==> src/design/mem_map_pkg.sv <==
// Memory map of the graphics ROM side of the SDRAM bank.
// Region offsets count 16-bit bank words; header positions index the
// configuration bytes at the start of a ROM download.
package mem_map_pkg;

    // Consumer address widths, one item per address
    localparam int MAP_AW  = 15; // Tile map, one word per item
    localparam int CHAR_AW = 13; // Characters, two words per item
    localparam int SCR_AW  = 17; // Scroll tiles, two words per item

    // Region bases in bank words
    localparam logic [21:0] MAP_OFFSET  = 22'h00_0000; // 32k words
    localparam logic [21:0] CHAR_OFFSET = 22'h00_8000; // 16k words
    localparam logic [21:0] SCR_OFFSET  = 22'h01_0000; // 256k words

    // Header byte positions
    localparam logic [4:0] HDR_DEC     = 5'h10; // Decoder type
    localparam logic [4:0] HDR_MCU     = 5'h13; // MCU present in bit 0
    localparam logic [4:0] HDR_GAME_ID = 5'h18;

endpackage

==> src/design/sdram_bank_pkg.sv <==
// SDRAM bank protocol definitions shared by the slots, the arbiter
// and the burst counter.
package sdram_bank_pkg;

    localparam int SDRAM_DW  = 16; // Data word width
    localparam int BURST_LEN = 2;  // Words returned per bank read
    localparam int BANK_AW   = 22; // Word address width

    typedef logic [BANK_AW-1:0]  bank_addr_t;
    typedef logic [SDRAM_DW-1:0] sdram_word_t;

endpackage

==> src/design/game_header.sv <==
// Captures the game configuration bytes from the ROM download header.
// Bytes arrive one per cycle on header_wr; outputs hold until rewritten.
module game_header (
    input  logic       clk,
    input  logic       arst_n,
    input  logic       header_wr,
    input  logic [4:0] header_addr,
    input  logic [7:0] header_data,
    output logic [7:0] game_id,
    output logic       dec_type,
    output logic       dec_en,
    output logic       mcu_en
);
    import mem_map_pkg::*;

    logic dec_flag; // Any decoder selected in the header

    always_ff @(posedge clk or negedge arst_n) begin
        if (!arst_n) begin
            game_id  <= '0;
            dec_type <= 1'b0;
            dec_flag <= 1'b0;
            mcu_en   <= 1'b0;
            dec_en   <= 1'b0;
        end else begin
            if (header_wr) begin
                if (header_addr == HDR_DEC) begin
                    dec_flag <= |header_data[1:0];
                    dec_type <= header_data[1];
                end
                if (header_addr == HDR_MCU)     mcu_en  <= header_data[0];
                if (header_addr == HDR_GAME_ID) game_id <= header_data;
            end
            dec_en <= dec_flag; // One extra stage before the decoder sees it
        end
    end

endmodule

==> src/design/rom_slot_cache.sv <==
// One consumer slot of the bank. Holds the last fetched item so that a
// repeated address answers in one cycle; flags a miss to the arbiter and
// assembles the burst words into the payload type.
module rom_slot_cache #(
    parameter int  AW     = 8,
    parameter type data_t = logic [15:0]
) (
    input  logic                        clk,
    input  logic                        arst_n,
    input  logic                        cs,
    input  logic [AW-1:0]               addr,
    output data_t                       data,
    output logic                        ok,
    output logic                        miss,
    input  sdram_bank_pkg::sdram_word_t fill_word,
    input  logic                        fill_idx,
    input  logic                        fill_en,
    input  logic                        fill_done
);
    import sdram_bank_pkg::*;

    localparam int DW    = $bits(data_t);
    localparam int WORDS = DW / SDRAM_DW; // Bank words per item

    logic [AW-1:0] tag;
    logic          valid;
    logic [DW-1:0] payload;
    logic          hit;

    assign hit  = valid && (tag == addr);
    assign miss = cs && !hit;
    assign data = data_t'(payload);

    // Second word lands high, first word low
    always_ff @(posedge clk) begin
        for (int w = 0; w < WORDS; w++) begin
            if (fill_en && (int'(fill_idx) == w)) begin
                payload[w*SDRAM_DW +: SDRAM_DW] <= fill_word;
            end
        end
        if (fill_done) tag <= addr; // Consumer holds addr through the fill
    end

    always_ff @(posedge clk or negedge arst_n) begin
        if (!arst_n) begin
            valid <= 1'b0;
            ok    <= 1'b0;
        end else begin
            if (fill_done) valid <= 1'b1;
            ok <= cs && (hit || fill_done); // Rises right after the last word
        end
    end

    // Data only flows into a slot that is waiting for it
    a_fill_on_miss: assert property (
        @(posedge clk) disable iff (!arst_n) fill_en |-> miss
    );

endmodule

==> src/design/slot_arbiter.sv <==
// Round-robin arbiter in front of the SDRAM bank. Picks the next slot
// that misses, holds the read request until ack and keeps the grant
// until the burst has been delivered.
module slot_arbiter #(
    parameter int N_SLOTS = 3
) (
    input  logic                       clk,
    input  logic                       arst_n,
    input  logic [N_SLOTS-1:0]         miss,
    input  sdram_bank_pkg::bank_addr_t slot_addr [N_SLOTS],
    output logic                       sdram_req,
    output sdram_bank_pkg::bank_addr_t sdram_addr,
    input  logic                       sdram_ack,
    input  logic                       data_rdy,
    output logic [N_SLOTS-1:0]         grant
);
    import sdram_bank_pkg::*;

    localparam int IW = (N_SLOTS > 1) ? $clog2(N_SLOTS) : 1;

    typedef enum logic [1:0] {
        ST_IDLE,
        ST_REQ,
        ST_WAIT
    } state_t;

    state_t        state;
    logic [IW-1:0] last_q;     // Slot served most recently
    logic [IW-1:0] pick;
    logic          pick_valid;
    bank_addr_t    addr_q;

    assign sdram_addr = addr_q;

    // Search starts just after the last served slot
    always_comb begin
        int idx;
        pick_valid = 1'b0;
        pick       = last_q;
        for (int k = 1; k <= N_SLOTS; k++) begin
            idx = (int'(last_q) + k) % N_SLOTS;
            if (!pick_valid && miss[idx]) begin
                pick_valid = 1'b1;
                pick       = IW'(idx);
            end
        end
    end

    always_ff @(posedge clk or negedge arst_n) begin
        if (!arst_n) begin
            state     <= ST_IDLE;
            grant     <= '0;
            sdram_req <= 1'b0;
            last_q    <= IW'(N_SLOTS - 1); // Slot 0 goes first
        end else begin
            case (state)
                ST_IDLE: begin
                    if (pick_valid) begin
                        grant     <= N_SLOTS'(1) << pick;
                        last_q    <= pick;
                        sdram_req <= 1'b1;
                        state     <= ST_REQ;
                    end
                end
                ST_REQ: begin
                    if (sdram_ack) begin
                        sdram_req <= 1'b0;
                        state     <= ST_WAIT;
                    end
                end
                ST_WAIT: begin
                    if (data_rdy) begin // Burst done, free the bank
                        grant <= '0;
                        state <= ST_IDLE;
                    end
                end
                default: state <= ST_IDLE;
            endcase
        end
    end

    always_ff @(posedge clk) begin
        if (state == ST_IDLE && pick_valid) addr_q <= slot_addr[pick];
    end

    a_req_hold: assert property (
        @(posedge clk) disable iff (!arst_n)
        sdram_req && !sdram_ack |=> sdram_req && $stable(sdram_addr)
    );

    a_grant_onehot: assert property (
        @(posedge clk) disable iff (!arst_n) $onehot0(grant)
    );

endmodule

==> src/design/burst_counter.sv <==
// Counts the data words of a bank burst from data_dst to data_rdy and
// gives the index of the word on data_read with a fill strobe.
module burst_counter (
    input  logic clk,
    input  logic arst_n,
    input  logic data_dst,
    input  logic data_rdy,
    output logic word_idx,
    output logic fill_en
);
    import sdram_bank_pkg::*;

    localparam int CW = $clog2(BURST_LEN) + 1;

    logic [CW-1:0] cnt_q;
    logic [CW-1:0] cnt_cur; // Index of the word on the bus now
    logic          busy_q;

    assign fill_en  = data_dst | busy_q;
    assign cnt_cur  = data_dst ? '0 : cnt_q;
    assign word_idx = cnt_cur[0];

    always_ff @(posedge clk or negedge arst_n) begin
        if (!arst_n) begin
            busy_q <= 1'b0;
            cnt_q  <= '0;
        end else if (data_rdy) begin
            busy_q <= 1'b0;
            cnt_q  <= '0;
        end else if (fill_en) begin
            busy_q <= 1'b1;
            cnt_q  <= cnt_cur + 1'b1;
        end
    end

    a_rdy_at_last: assert property (
        @(posedge clk) disable iff (!arst_n)
        fill_en |-> (data_rdy == (cnt_cur == CW'(BURST_LEN - 1)))
    );

    a_rdy_in_burst: assert property (
        @(posedge clk) disable iff (!arst_n) data_rdy |-> fill_en
    );

endmodule

==> src/design/gfx_rom_bank.sv <==
// Graphics ROM bank: tile map, character and scroll slots sharing one
// SDRAM bank through a round-robin arbiter, plus the header parser.
module gfx_rom_bank (
    input  logic                          clk,
    input  logic                          arst_n,
    input  logic                          header_wr,
    input  logic [4:0]                    header_addr,
    input  logic [7:0]                    header_data,
    output logic [7:0]                    game_id,
    output logic                          dec_type,
    output logic                          dec_en,
    output logic                          mcu_en,
    input  logic                          map_cs,
    input  logic [mem_map_pkg::MAP_AW-1:0]  map_addr,
    output logic [15:0]                   map_data,
    output logic                          map_ok,
    input  logic                          char_cs,
    input  logic [mem_map_pkg::CHAR_AW-1:0] char_addr,
    output logic [31:0]                   char_data,
    output logic                          char_ok,
    input  logic                          scr_cs,
    input  logic [mem_map_pkg::SCR_AW-1:0]  scr_addr,
    output logic [31:0]                   scr_data,
    output logic                          scr_ok,
    output logic                          sdram_req,
    output sdram_bank_pkg::bank_addr_t    sdram_addr,
    input  logic                          sdram_ack,
    input  logic                          data_dst,
    input  logic                          data_rdy,
    input  sdram_bank_pkg::sdram_word_t   data_read
);
    import mem_map_pkg::*;
    import sdram_bank_pkg::*;

    localparam int N_SLOTS = 3; // 0 map, 1 char, 2 scroll

    bank_addr_t         slot_addr [N_SLOTS];
    logic [N_SLOTS-1:0] miss;
    logic [N_SLOTS-1:0] grant;
    logic               word_idx;
    logic               fill_en;

    // Map items are one word, char and scroll items two
    assign slot_addr[0] = MAP_OFFSET + bank_addr_t'(map_addr);
    assign slot_addr[1] = CHAR_OFFSET + bank_addr_t'({char_addr, 1'b0});
    assign slot_addr[2] = SCR_OFFSET + bank_addr_t'({scr_addr, 1'b0});

    game_header i_header (
        .clk         (clk),
        .arst_n      (arst_n),
        .header_wr   (header_wr),
        .header_addr (header_addr),
        .header_data (header_data),
        .game_id     (game_id),
        .dec_type    (dec_type),
        .dec_en      (dec_en),
        .mcu_en      (mcu_en)
    );

    rom_slot_cache #(.AW(MAP_AW), .data_t(logic [15:0])) i_map_slot (
        .clk       (clk),
        .arst_n    (arst_n),
        .cs        (map_cs),
        .addr      (map_addr),
        .data      (map_data),
        .ok        (map_ok),
        .miss      (miss[0]),
        .fill_word (data_read),
        .fill_idx  (word_idx),
        .fill_en   (fill_en & grant[0]),
        .fill_done (data_rdy & grant[0])
    );

    rom_slot_cache #(.AW(CHAR_AW), .data_t(logic [31:0])) i_char_slot (
        .clk       (clk),
        .arst_n    (arst_n),
        .cs        (char_cs),
        .addr      (char_addr),
        .data      (char_data),
        .ok        (char_ok),
        .miss      (miss[1]),
        .fill_word (data_read),
        .fill_idx  (word_idx),
        .fill_en   (fill_en & grant[1]),
        .fill_done (data_rdy & grant[1])
    );

    rom_slot_cache #(.AW(SCR_AW), .data_t(logic [31:0])) i_scr_slot (
        .clk       (clk),
        .arst_n    (arst_n),
        .cs        (scr_cs),
        .addr      (scr_addr),
        .data      (scr_data),
        .ok        (scr_ok),
        .miss      (miss[2]),
        .fill_word (data_read),
        .fill_idx  (word_idx),
        .fill_en   (fill_en & grant[2]),
        .fill_done (data_rdy & grant[2])
    );

    slot_arbiter #(.N_SLOTS(N_SLOTS)) i_arbiter (
        .clk        (clk),
        .arst_n     (arst_n),
        .miss       (miss),
        .slot_addr  (slot_addr),
        .sdram_req  (sdram_req),
        .sdram_addr (sdram_addr),
        .sdram_ack  (sdram_ack),
        .data_rdy   (data_rdy),
        .grant      (grant)
    );

    burst_counter i_burst (
        .clk      (clk),
        .arst_n   (arst_n),
        .data_dst (data_dst),
        .data_rdy (data_rdy),
        .word_idx (word_idx),
        .fill_en  (fill_en)
    );

endmodule

==> config.mk <==
export PLATFORM = sky130hd
export DESIGN_NAME = gfx_rom_bank
export DESIGN_NICKNAME = d
export VERILOG_FILES = /design/src/design/mem_map_pkg.sv /design/src/design/sdram_bank_pkg.sv /design/src/design/game_header.sv /design/src/design/rom_slot_cache.sv /design/src/design/slot_arbiter.sv /design/src/design/burst_counter.sv /design/src/design/gfx_rom_bank.sv
export SDC_FILE = /design/constraint.sdc
export NUM_CORES = 1
export LEC_CHECK = 0
export ABC_AREA = 1
export BUFFER_PORTS_ARGS = -buffer_cell sky130_fd_sc_hd__buf_4
export CORE_MARGIN = 1.5
export CORE_UTILIZATION = 40
export CTS_BUF_LIST = sky130_fd_sc_hd__clkbuf_16
export DETAILED_ROUTE_END_ITERATION = 10
export HOLD_SLACK_MARGIN = 0.02
export PLACE_DENSITY = 0.73
export RECOVER_POWER = 100
export SLEW_MARGIN = 20
export SYNTH_ARGS = -nofsm -noshare
export SYNTH_HDL_FRONTEND = slang
export SYNTH_SLANG_ARGS = --single-unit
==> constraint.sdc <==
create_clock -name clk -period 3.5 [get_ports clk]
set_input_delay 0.875 -clock clk [delete_from_list [all_inputs] [get_ports clk]]
set_output_delay 0.875 -clock clk [all_outputs]
set_load 0.02 [all_outputs]
Word-level counts from Yosys, hierarchy flattened
Index checks and enable logic that the tools add are counted.
{"block": "op_classes", "add_sub_neg": 6, "n_div": 3, "order_cmp": 4, "eq_ne": 11, "n_shift": 1, "mux": 33, "bitwise": 9, "reduce_logical": 37}
{"operator": "32-bit by 4-bit less-than comparator with 1-bit output, second input constant", "n": 3}
{"operator": "32-bit by 3-bit modulo with 32-bit output, second input constant", "n": 3}
{"operator": "22-bit binary-select mux with 2-bit select", "n": 1}
{"operator": "22-bit two-way mux", "n": 2}
{"operator": "17-bit by 18-bit adder with 19-bit output, first input constant", "n": 1}
{"operator": "2-bit two-way mux", "n": 9}
{"operator": "16-bit by 14-bit adder with 17-bit output, first input constant", "n": 1}
{"operator": "17-bit equality test", "n": 1}
{"operator": "1-bit logical AND", "n": 17}
{"operator": "15-bit equality test", "n": 1}
{"operator": "5-bit equality test, second input constant", "n": 3}
{"operator": "13-bit equality test", "n": 1}
{"operator": "1-bit two-way mux", "n": 13}
{"operator": "3-bit AND reduction", "n": 3}
{"operator": "2-bit AND reduction", "n": 4}
{"operator": "2-bit by 2-bit adder with 3-bit output, second input constant", "n": 2}
{"operator": "1-bit AND", "n": 6}
{"operator": "1-bit binary-select mux with 2-bit select", "n": 3}
{"operator": "3-bit two-way mux", "n": 2}
{"operator": "2-bit one-hot mux with 3 select lines", "n": 1}
{"operator": "3-bit one-hot mux with 2 select lines", "n": 1}
{"operator": "2-bit nonzero test", "n": 3}
{"operator": "1-bit zero test", "n": 5}
{"operator": "2-bit != test, second input constant", "n": 2}
{"operator": "other kinds (14)", "n": 16}
{"block": "word_totals", "ff_bits": 176, "inputBits": 83, "output_inout_bits": 117, "elab_cells": 130}

Depth between registers and ports, before layout
Gate-level depths: netlist (run 1).
{"block": "logic_depth", "ltp_word": 18, "depth_mapped": 19, "depth_no_buf": 18}

Modules after synthesis
From an unflattened synthesis (run 1), not the netlist that was laid out.
{"block": "unflattened", "cells_unflattened": 779, "hier_area_um2": 7793.7}
{"module": "slot_arbiter", "n_inst": 1, "cells_per_inst": 293, "area_per_inst_um2": 2080.7, "seq_area_each_um2": 862.1}
{"module": "rom_slot_cache (i_scr_slot)", "n_inst": 1, "cells_per_inst": 138, "area_per_inst_um2": 1895.6, "seq_area_each_um2": 1521.5}
{"module": "rom_slot_cache (i_char_slot)", "n_inst": 1, "cells_per_inst": 131, "area_per_inst_um2": 1736.7, "seq_area_each_um2": 1401.3}
{"module": "rom_slot_cache (i_map_slot)", "n_inst": 1, "cells_per_inst": 125, "area_per_inst_um2": 1341.3, "seq_area_each_um2": 980.9}
{"module": "game_header", "n_inst": 1, "cells_per_inst": 63, "area_per_inst_um2": 574.3, "seq_area_each_um2": 300.3}
{"module": "burst_counter", "n_inst": 1, "cells_per_inst": 13, "area_per_inst_um2": 96.3, "seq_area_each_um2": 50.0}
{"module": "gfx_rom_bank", "n_inst": 1, "cells_per_inst": 16, "area_per_inst_um2": 68.8, "seq_area_each_um2": 0.0}

Worst setup path before layout (run 1)
OpenSTA, ideal clock, no wires.
{"block": "synth_path", "kind": "input-to-reg", "startpoint": "input char_addr[0] (netlist name)", "endpoint": "register i_arbiter.addr_q[0] (netlist: i_arbiter.sdram_addr[0]), enable pin", "setup_time_ns": 0.376, "t_arrival_ns": 2.272, "t_required_ns": 3.124, "slack_ns": 0.852, "path_stages": 13, "path_buffers": 0, "path_cell_list": "inv_1 > or2_1 > nand3_1 > nor2_1 > nand2_2 > nand2_2 > nand2_1 > nand3_1 > nand2_2 > inv_1 > nand2_1 > nand2_1 > inv_1"}
{"block": "synth_via", "elab_chain_cells": 15, "elab_cells_between_ends": 21, "cone_classes": "eq/ne (1); mux (12); reduce/logical (8)"}
{"element": "start, declared", "line": "gfx_rom_bank.sv:18", "text": "input logic [mem_map_pkg::CHAR_AW-1:0] char_addr,"}
{"element": "13-bit equality test *", "line": "rom_slot_cache.sv:30", "text": "assign hit = valid && (tag == addr);"}
{"element": "1-bit logical AND *", "line": "rom_slot_cache.sv:30"}
{"element": "1-bit zero test *", "line": "rom_slot_cache.sv:31", "text": "assign miss = cs && !hit;"}
{"element": "1-bit logical AND *", "line": "rom_slot_cache.sv:31"}
{"element": "1-bit binary-select mux with 2-bit select", "line": "slot_arbiter.sv:42", "text": "if (!pick_valid && miss[idx]) begin"}
{"element": "1-bit two-way mux (implied by the code) (2 in series)", "line": "slot_arbiter.sv:42"}
{"element": "1-bit two-way mux", "line": "slot_arbiter.sv:42"}
{"element": "1-bit zero test", "line": "slot_arbiter.sv:42"}
{"element": "1-bit logical AND", "line": "slot_arbiter.sv:42"}
{"element": "1-bit two-way mux", "line": "slot_arbiter.sv:42"}
{"element": "1-bit zero test", "line": "slot_arbiter.sv:42"}
{"element": "1-bit logical AND", "line": "slot_arbiter.sv:42"}
{"element": "1-bit two-way mux *", "line": "slot_arbiter.sv:42"}
{"element": "1-bit logical AND *", "line": "slot_arbiter.sv:83", "text": "if (state == ST_IDLE && pick_valid) addr_q <= slot_addr[pick];"}
{"element": "end signal, assigned", "line": "slot_arbiter.sv:83"}
{"element": "end, declared", "line": "slot_arbiter.sv:31", "text": "bank_addr_t addr_q;"}
Mark *: on every way between the ends. The rest lies on a longest branch, timed or not. The select of a mux whose other input is x is not followed.
A chain may end at the register's enable or synchronous reset.

Final worst setup path (run 1)
{"block": "layout_path", "startpoint": "input scr_addr[0] (netlist name)", "endpoint": "register i_arbiter.addr_q[9] (netlist: i_arbiter.sdram_addr[9]) (data pin)"}
{"block": "layout_via", "elab_chain_cells": 18, "elab_cells_between_ends": 27, "cone_classes": "add/sub (1); eq/ne (1); mux (17); bitwise (1); reduce/logical (7)"}
{"element": "start, declared", "line": "gfx_rom_bank.sv:22", "text": "input logic [mem_map_pkg::SCR_AW-1:0] scr_addr,"}
{"element": "17-bit equality test", "line": "rom_slot_cache.sv:30"}
{"element": "1-bit logical AND", "line": "rom_slot_cache.sv:30"}
{"element": "1-bit zero test", "line": "rom_slot_cache.sv:31"}
{"element": "1-bit logical AND", "line": "rom_slot_cache.sv:31"}
{"element": "1-bit binary-select mux with 2-bit select", "line": "slot_arbiter.sv:42"}
{"element": "1-bit two-way mux (implied by the code) (2 in series)", "line": "slot_arbiter.sv:42"}
{"element": "1-bit two-way mux", "line": "slot_arbiter.sv:42"}
{"element": "1-bit zero test", "line": "slot_arbiter.sv:42"}
{"element": "1-bit logical AND", "line": "slot_arbiter.sv:42"}
{"element": "1-bit two-way mux", "line": "slot_arbiter.sv:42"}
{"element": "1-bit zero test", "line": "slot_arbiter.sv:42"}
{"element": "1-bit logical AND", "line": "slot_arbiter.sv:42"}
{"element": "2-bit two-way mux", "line": "slot_arbiter.sv:42"}
{"element": "2-bit inverter with 3-bit output (implied by the code)", "line": "slot_arbiter.sv:83"}
{"element": "22-bit binary-select mux with 2-bit select *", "line": "slot_arbiter.sv:83"}
{"element": "22-bit two-way mux (implied by the code) * (2 in series)", "line": "slot_arbiter.sv:83"}
Marked as above.

==> results of run 1 <==
state kept, by name, summed over array words and instances, names as in the netlist, 2 cells and up:
| register | flops |
|---|---|
| i_arbiter.state | 2 |
| i_arbiter.last_q | 2 |
| i_scr_slot.data | 32 |
| i_char_slot.data | 32 |
| i_map_slot.data | 16 |
| i_scr_slot.tag | 17 |
| i_map_slot.tag | 15 |
| i_arbiter.sdram_addr | 19 |
| i_arbiter.grant | 3 |
| i_header.game_id | 8 |
| i_char_slot.tag | 13 |
layout by cell type (no fill, tap or decap), drive strengths merged:
cell type and count:
a21boi 3, a21oi 1, buf 18, clkbuf 203, clkinv 4, clkinvlp 4
conb 3, dfrtp 27, dfstp 1, edfxtp 144, ha 3, inv 99
mux2 6, nand2 159, nand3 78, nand3b 1, nand4 4, nor2 60
nor3 2, o21ai 19, o31ai 1, or2 5, xnor2 4
area by class of cell:
| type | count | area (um2) | share of cell area |
|---|---|---|---|
| clock buffer | 17 | 425 | 0.0489 |
| clock inverter | 15 | 133 | 0.0152 |
| inverter | 92 | 345 | 0.0397 |
| multi-input combinational | 349 | 1630 | 0.187 |
| sequential | 172 | 5030 | 0.577 |
| tap | 225 | 282 | 0.0323 |
| timing repair buffer | 204 | 862 | 0.0990 |
cells in the mapped netlist:
master	n	area (um2)
a21boi_0	3	22.5
a21oi_1	1	5.00
buf_4	6	45.0
buf_6	4	45.0
conb_1	1	3.75
dfrtp_1	27	676
dfstp_2	1	26.3
edfxtp_1	144	4320
ha_1	3	37.5
inv_1	90	338
inv_2	2	7.51
mux2_2	6	67.6
nand2_1	148	556
nand2_2	10	62.6
nand2_4	1	11.3
nand3_1	74	370
nand3_2	3	30.0
nand3_4	1	17.5
nand3b_1	1	7.51
nand4_1	4	25.0
nor2_1	57	214
nor2_2	1	6.26
nor2_4	2	22.5
nor3_1	2	10.0
o21ai_0	13	65.1
o21ai_1	5	25.0
o21ai_2	1	8.76
o31ai_1	1	7.51
or2_1	2	12.5
or2_2	3	18.8
xnor2_1	4	35.0
per-layer routing:
layer	global-route usage	vias to the layer above	part of all wire
met5	0	-	0
met4	0.0786	0	0.022
met3	0.0440	26	0.085
met2	0.291	231	0.45
met1	0.248	2408	0.44
li1	-	2476	-
power by group through the flow:
| stage | clock network, mW | logic [mW] | registers [mW] |
|---|---|---|---|
| floorplan | 0 | 1.65 | 3.21 |
| global placement | 0 | 2.81 | 2.94 |
| detailed placement | 0 | 2.86 | 2.95 |
| CTS | 1.80 | 2.87 | 2.92 |
| global route | 1.89 | 2.88 | 2.94 |
| finish | 1.77 | 2.61 | 2.91 |
path summary, 6_finish.rpt:
path / from / to / slack [ps]
setup / recovery: scr_addr[0] / i_arbiter.sdram_addr[9] / 590
hold / removal: i_header.dec_flag / i_header.dec_en / 380
setup reg to reg: i_arbiter.last_q[0] / i_arbiter.sdram_addr[9] / 840
hold reg to reg: i_header.dec_flag / i_header.dec_en / 380
max in group asynchronous: arst_n / i_burst.cnt_q[0] / 1730
min in group asynchronous: arst_n / i_map_slot.valid / 840
metrics by stage:
step	power (mW)	setup WS, ps
floorplan	4.86	852
global placement	5.75	525
detailed placement	5.81	473
CTS	7.58	930
global route	7.71	344
finish	7.29	590
worst register-to-register path, stage by stage, from the launching register on:
cell	delay (ps)
dfrtp_1	420
inv_1	70
ha_1	410
inv_1	130
nand3_1	130
nand3_1	100
nand2_2	140
nand3_4	120
nand2_1	80
nor2_1	40
nor2_2	340
clkbuf_1	310
nand3_1	130
nand3_1	90
cell families after synthesis:
family / count (synthesis)
fa+ha+maj: 3
mux: 6
simple gates: 309
xor+xnor: 4
buf+inv: 102
compound gates: 24
flops: 172
other cells: 1
==> impl_metrics.tcl, run 1 <==
set metrics [dict create \
    post-cts-setup-buffer-count 0 \
    worst_path_most_repeated_cell "nand2_1" \
    failed_checks "capacitance limit, slew limit" \
    final-max-slew-violation-count 29 \
    ctsResizeCount 0 \
    cp.buffers_inverters 3 \
    report.final.setup_viol 0 \
    wl_per_cell_um 15.8 \
    grt_usage 0.186 \
    synth-compound-area-share 0.0188 \
    max-cap-violations 1 \
    clock.fmax_mhz 344 \
    clk_pin_slew_ps 70 \
    rsz0062_at_grt "false" \
    power.share.combinational 0.358 \
    grt_pass1_wl_um 25800 \
    crit_chain "clkbuf_1 -> inv_1 -> nand2_1 -> nand2_1 -> nor2_1 -> nand2_1 -> nor2_1 -> nand3_1 -> nand3_1 -> nand2_1 -> nand2_1 -> nand3_4 -> nand2_1 -> nor2_1 -> nor2_2 -> clkbuf_1 -> nand3_1 -> nand3_1" \
    die_width_um 136 \
    core_footprint_um2 17300 \
    post_cts_hold_buffer_count 0 \
    avgViaCountPerCell 4.79 \
    worst_hold_check_path_type "reg2reg" \
    post_synth_fa_ha_maj_area_fraction 0.00528 \
    crit_path_top_delay_cell "nor2_2" \
    finalCritPeriodShare 0.832 \
    cts_inserted_buffers 17 \
    finalHoldViolations 0 \
    first_iter_violations 366 \
    run_status "complete, but fails checks" \
    place_hpwl_um 12300 \
    cts_num_sinks 172 \
    yosys.cell_types.count 31 \
    die_h_um 136 \
    final_critical_path_required_period_ps 2910 \
    cts_tree "done" \
    finalNonFillerCells 1074 \
    crit_family "simple AND/OR/NAND/NOR gates" \
    grt_pass1_vias 4915 \
    hold_crit_depth 0 \
    crit_path_max_incr_delay_ps 340 \
    irDropWorstVdd_mv 0.556 \
    switchingPower_mw 2.88 \
    instance_count_of_the_mapped_netlist 621 \
    cellInternalPower_mw 4.42 \
    die_area_um2 18600 \
    num_vias 5141 \
    worstPathRequired_ps 3790 \
    reg2reg_depth 13 \
    ys_seq_elements 172 \
    yosys_warnings 0 \
    final_net_count 922 \
    combined_area_of_all_synthesized_cells_um2 7100 \
    portion_of_netlist_area_occupied_by_mux_cells 0.00951 \
    skew_ps 6.93 \
    dpl-instance-area_um2 8870 \
    p_per_area_nw_per_um2 838 \
    clockRootBuffer "clkbuf_16" \
    drive_above_1_share 0.0895 \
    std_cell_rows 48 \
    crit_path_arrival_time_ps 3200 \
    nFillCells 1661 \
    number_of_i_o_pins 200 \
    clk_latency_ps 420 \
    route.final.wire_length_um 17000 \
    worstSetupPathType "in2reg" \
    placer_congestion 0.814 \
    antenna_found_initial 0 \
    synth_simple_gate_area_share 0.192 \
    power.share.clock 0.243 \
    whs_ps 379 \
    drc_errors 0 \
    fin_util 0.503 \
    worst_setup_path_start_kind "input port" \
    area_growth_pct 22.5 \
    insertedDiodeCount 0 \
    post_synthesis_area_per_instance_um2 11.4 \
    port_buffers 196 \
    sw_frac_of_total 0.394 \
    p_seq_frac 0.399 \
    synth-seq-area-share 0.708 \
    cts.path.max_buffers 2 \
    maxSlewHeadroom -0.0597 \
    setup.worst_path.end_class "register" \
    grt_max_degree 32 \
    detailedRoute.firstPassIterationCount 5 \
    drt.antenna.violating_nets 0 \
    grt_overflow_total 0 \
    worstPathMaxFanout 9 \
    power.static_leakage_nw 3.58 \
    worstMarginPinSlew_ps 1590 \
    crit_cells 18 \
    synth_top_family_by_area "simple AND/OR/NAND/NOR gates" \
    cts.htree.levels 4 \
    fin_area_um2 8700 \
    timing.setup.tns_ps 0 \
    start_util 0.411 \
    synth-xor-area-share 0.00493 \
    numPlacedInstances 1042 \
]
(Power assumes the default switching activity.)
==> inputs of run 2 (changes only) <==
ABC_AREA = 0   (was 1)
clock period = 3.1 ns   (was 3.5 ns; I/O delays follow)
==> impl_metrics.tcl, run 2 <==
set metrics [dict create \
    run_status "complete, but fails checks" \
    failed_checks "capacitance limit, slew limit" \
    finalHoldViolations 0 \
    cts_tree "done" \
    report.final.setup_viol 0 \
    num_vias 4983 \
    worstPathMaxFanout 6 \
    nFillCells 1541 \
    dominantRegCellSynth "edfxtp_1" \
    instance_count_of_the_mapped_netlist 441 \
    grt_pass1_vias 4906 \
    antenna_found_initial 0 \
    crit_path_arrival_time_ps 3210 \
    worst_hold_check_path_type "reg2reg" \
    synth-edff-count 144 \
    ys_seq_elements 172 \
    fin_total_pwr_mw 9.23 \
    share_of_synthesized_flip_flops_with_an_asynchronous_set_or_reset 0.163 \
    avgViaCountPerCell 5.17 \
    place_hpwl_um 13700 \
    skew_ps 9.89 \
    std_cell_rows 48 \
    first_iter_violations 309 \
    port_buffers 196 \
    core_footprint_um2 17300 \
    detailedRoute.firstPassIterationCount 5 \
    finalNonFillerCells 964 \
    clk_latency_ps 430 \
    final_critical_path_required_period_ps 3040 \
    cts.path.max_buffers 2 \
    setup.worst_path.end_class "register" \
    post_synthesis_area_per_instance_um2 16.1 \
    worst_path_most_repeated_cell "buf_4" \
    cts.htree.levels 4 \
    worstPathRequired_ps 3270 \
    number_of_i_o_pins 200 \
    wl_per_cell_um 19.4 \
    crit_path_top_delay_cell "o31ai_1" \
    area_growth_pct 33.7 \
    maxSlewHeadroom -0.217 \
    cts_inserted_buffers 17 \
    final_net_count 812 \
    route.final.wire_length_um 18700 \
    netlist.top_cell.by_area "edfxtp_1" \
    post_cts_hold_buffer_count 0 \
    drt.antenna.violating_nets 0 \
    yosys.area.top_type_share 0.610 \
    crit_chain "buf_4 -> xnor2_1 -> nand4_1 -> nor4_2 -> buf_4 -> nor2_2 -> o31ai_1 -> a221oi_4 -> buf_6 -> a211oi_4 -> clkbuf_16 -> a211oi_2" \
    numPlacedInstances 928 \
    finalCritPeriodShare 0.979 \
    p_per_area_nw_per_um2 975 \
    max-cap-violations 2 \
    yosys_warnings 0 \
    die_h_um 136 \
    yosys.cell_types.count 63 \
    worst_setup_path_start_kind "input port" \
    final-max-slew-violation-count 46 \
    grt_max_degree 29 \
    clk_pin_slew_ps 70 \
    grt_overflow_total 0 \
    grt_pass1_wl_um 27600 \
    drive_above_1_share 0.265 \
    drc_errors 0 \
    clock.fmax_mhz 329 \
    whs_ps 383 \
    die_width_um 136 \
    grt_usage 0.202 \
    die_area_um2 18500 \
    synth_most_common_cell "edfxtp_1" \
    start_util 0.410 \
    worstSetupPathType "in2reg" \
    placer_congestion 0.869 \
    clockRootBuffer "clkbuf_16" \
    irDropWorstVdd_mv 0.617 \
    power.static_leakage_nw 3.36 \
    worstMarginPinSlew_ps 1830 \
    crit_path_max_incr_delay_ps 500 \
    synthTopCellsByArea "edfxtp_1, dfrtp_1, xnor2_1, a211oi_2, xor2_1" \
    synth-seq-area-share 0.710 \
    synth_top_cells_by_count "edfxtp_1, xnor2_1, dfrtp_1, o21ai_0" \
    cts_num_sinks 172 \
    combined_area_of_all_synthesized_cells_um2 7080 \
    insertedDiodeCount 0 \
    commonest_cells_after_routing_fill_and_taps_aside "clkbuf_1, edfxtp_1, buf_4, xnor2_1, dfrtp_1" \
    layout.cells.most_common "clkbuf_1" \
    setup_slack_on_the_worst_flop_to_flop_path_ps 110 \
]
run 2: power by group:
group | total, mW | switching (mW) | internal (mW)
clock | 2.16 | 0.991 | 1.17
combinational | 3.73 | 2.26 | 1.47
sequential | 3.34 | 0.192 | 3.15
run 2: through the flow:
step	instance area [um2]	TNS, ps	utilization	setup slack [ps]
global route	9470	-34.2	0.547	-12.0
finish	9470	0	0.547	64.1
global placement	9380	-18300	0.542	-608
CTS	10000	0	0.581	0.407
floorplan	7090	0	-	97.9
detailed placement	9380	-20920	0.542	-655
run 2: kinds of logic after synthesis:
group	after synthesis	synth area share
simple gates	78	0.0609
xor+xnor	46	0.0569
mux	13	0.0201
flops	172	0.710
compound gates	99	0.123
other cells	1	0.000529
fa+ha+maj	3	0.00530
buf+inv	29	0.0240
run 2: layer usage:
layer | vias up | share of wire | track usage
li1 | 2293 | - | -
met1 | 2457 | 0.41 | 0.263
met2 | 207 | 0.49 | 0.335
met3 | 26 | 0.076 | 0.0492
met4 | 0 | 0.018 | 0.0621
met5 | - | 0 | 0
run 2: critical path, delay by kind of cell:
family,cells,cell delay [ps]
and+or+nand+nor,3,610
AOI/OAI and AO/OA,4,950
buffers and inverters,4,690
xor gates and xnor gates,1,180
run 2: final timing paths:
path,from,end,depth (start not counted)
worst max-delay path,map_addr[3],i_arbiter.sdram_addr[10],12
worst min-delay path,i_header.dec_flag,i_header.dec_en,0
worst max register to register,i_scr_slot.tag[4],i_arbiter.sdram_addr[10],13
worst min register to register,i_header.dec_flag,i_header.dec_en,0
max in group asynchronous,arst_n,i_arbiter.last_q[0],1
min in group asynchronous,arst_n,i_scr_slot.valid,1
run 2: final cells by class:
class                      count  area (um2)  area share
multi-input combinational    242        1980       0.209
clock inverter                15         189      0.0200
sequential                   172        5030       0.531
tap                          225         282      0.0297
inverter                      14        52.6     0.00555
clock buffer                  17         425      0.0449
timing repair buffer         279        1510       0.160
run 2: repair_timing:
action	in CTS	in global routing
setup endpoints to repair	24	22
cloned	0	1
gates resized for setup	5	14
pin swaps	3	4
endpoints found under the hold margin	0	0
setup buffers	3	0
==> inputs of run 3 (changes only) <==
CAP_MARGIN = 25   (was not set)
SYNTH_HIERARCHICAL = 1   (was not set)
==> impl_metrics.tcl, run 3 <==
set metrics [dict create \
    cts_tree "done" \
    combined_area_of_all_synthesized_cells_um2 7100 \
    cts.htree.levels 4 \
    placer_congestion 0.844 \
    wl_per_cell_um 17.3 \
    start_util 0.411 \
    cts_inserted_buffers 17 \
    crit_path_top_delay_cell "o41a_1" \
    final_critical_path_required_period_ps 2970 \
    grt_pass1_vias 4621 \
    met2RoutedLength_um 7780 \
    yosys.area.top_type_share 0.622 \
    synthTopCellsByArea "edfxtp_1, dfrtp_1, mux2i_1, xnor2_1, a21oi_2" \
    sum_of_routed_wire_segments_on_met1_um 7130 \
    crit_cells 11 \
    fin_total_pwr_mw 8.91 \
    grt_max_degree 29 \
    drc_errors 0 \
    hold_crit_depth 0 \
    synth-edff-count 147 \
    drt.antenna.violating_nets 0 \
    die_area_um2 18600 \
    drive_above_1_share 0.221 \
    worstPathMaxFanout 20 \
    clk_pin_slew_ps 70 \
    final-max-slew-violation-count 29 \
    timing.setup.tns_ps 0 \
    setup.worst_path.end_class "register" \
    die_width_um 136 \
    reg2reg_from "i_char_slot/tag[8]" \
    instance_count_of_the_mapped_netlist 431 \
    avgViaCountPerCell 4.79 \
    numPlacedInstances 926 \
    pre_cts_ws_ps -361 \
    synth-seq-area-share 0.721 \
    dpl-instance-area_um2 9410 \
    netlist.top_cell.by_area "edfxtp_1" \
    power.static_leakage_nw 3.40 \
    cp.buffers_inverters 2 \
    dominantRegCellSynth "edfxtp_1" \
    whs_ps 378 \
    reg2reg_depth 10 \
    grt_usage 0.179 \
    fin_util 0.537 \
    clk_latency_ps 430 \
    post_cts_hold_buffer_count 0 \
    max-cap-violations 1 \
    area_growth_pct 30.9 \
    clock.fmax_mhz 337 \
    irDropWorstVdd_mv 0.583 \
    route.final.wire_length_um 16600 \
    finalHoldViolations 0 \
    cts.path.max_buffers 2 \
    place_hpwl_um 12300 \
    final-seq-area_um2 5120 \
    crit_path_arrival_time_ps 3140 \
    crit_chain "buf_4 -> xnor2_1 -> nand4_1 -> o41a_1 -> mux2i_1 -> a211o_1 -> o21ai_0 -> or3_2 -> buf_6 -> a21oi_1 -> a21oi_1" \
    core_footprint_um2 17300 \
    number_of_i_o_pins 200 \
    port_buffers 199 \
    grt_overflow_total 0 \
    fin_area_um2 9300 \
    yosys.cell_types.count 54 \
    detailedRoute.firstPassIterationCount 4 \
    finalNonFillerCells 959 \
    insertedDiodeCount 0 \
    antenna_found_initial 0 \
    synth_top_cells_by_count "edfxtp_1, xnor2_1, mux2i_1, a21oi_1, dfrtp_1" \
    report.final.setup_viol 0 \
    share_of_synthesized_flip_flops_with_an_asynchronous_set_or_reset 0.160 \
    crit_family "compound AO/OA/AOI/OAI gates" \
    std_cell_rows 48 \
    met3WireLength_um 1370 \
    skew_ps 10.1 \
    worst_path_most_repeated_cell "a21oi_1" \
    hold_start "i_header/dec_flag" \
    finalCritPeriodShare 0.957 \
    worst_hold_check_path_type "reg2reg" \
    worstPathRequired_ps 3270 \
    crit_path_max_incr_delay_ps 490 \
    post_synthesis_area_per_instance_um2 16.5 \
    die_h_um 136 \
    worst_setup_path_start_kind "input port" \
    first_iter_violations 165 \
    layout.cells.most_common "clkbuf_1" \
    run_status "complete, but fails checks" \
    ys_seq_elements 175 \
    final_net_count 809 \
    worstMarginPinSlew_ps 1640 \
    maxSlewHeadroom -0.0953 \
    worstSetupPathType "in2reg" \
    synth_most_common_cell "edfxtp_1" \
    cts_num_sinks 175 \
    multi_input_area_um2 1890 \
    nFillCells 1570 \
    p_per_area_nw_per_um2 959 \
    yosys_warnings 6 \
    num_vias 4598 \
    clockRootBuffer "clkbuf_16" \
    top_signal_layer_used "met4" \
    failed_checks "capacitance limit, slew limit" \
    setup_ws_ps 134 \
    worst_setup_path_startpoint "char_addr[8]" \
    grt_pass1_wl_um 24600 \
    commonest_cells_after_routing_fill_and_taps_aside "clkbuf_1, edfxtp_1, buf_4, a21oi_1, xnor2_1" \
]
==> run 3: report_power, final <==
part	internal [mW]	leakage, nW	switching (mW)	total, mW
logic	1.35	1.43	2.09	3.44
clock network	1.13	0.284	0.940	2.07
registers	3.20	1.69	0.197	3.40
total	5.69	3.40	3.23	8.91
==> run 3: worst paths after layout <==
check	end	slack (ps)
max	i_arbiter/sdram_addr[1]	130
min	i_header/dec_en	380
max reg2reg	i_arbiter/sdram_addr[1]	200
min reg2reg	i_header/dec_en	380
max in group asynchronous	i_scr_slot/valid	1380
min in group asynchronous	i_char_slot/valid	760
==> run 3: layout make-up <==
type | count | area share
flip-flops and latches | 175 | 0.550
repair buffers | 265 | 0.150
inverters | 8 | 0.00323
clock buffers | 17 | 0.0458
clock inverters | 15 | 0.0168
well taps | 225 | 0.0303
multi-input cells | 254 | 0.203
==> run 3: cells by family after synthesis <==
logic type,after synthesis,share of synthesized area
fa+ha+maj,5,0.00881
other cells,2,0.00106
simple gates,73,0.0634
mux,40,0.0594
compound gates,70,0.0710
xor+xnor,46,0.0567
buf+inv,20,0.0190
flops,175,0.721
==> run 3: metal layers <==
| metal | GRT usage | vias to the layer above |
|---|---|---|
| met5 | 0 | - |
| met4 | 0.0721 | 0 |
| met3 | 0.0481 | 25 |
| met2 | 0.296 | 196 |
| met1 | 0.222 | 2189 |
| li1 | - | 2188 |
==> run 3: what timing repair did <==
action,CTS,global route
setup buffers,0,1
setup endpoints to repair,0,17
resized for setup,0,7
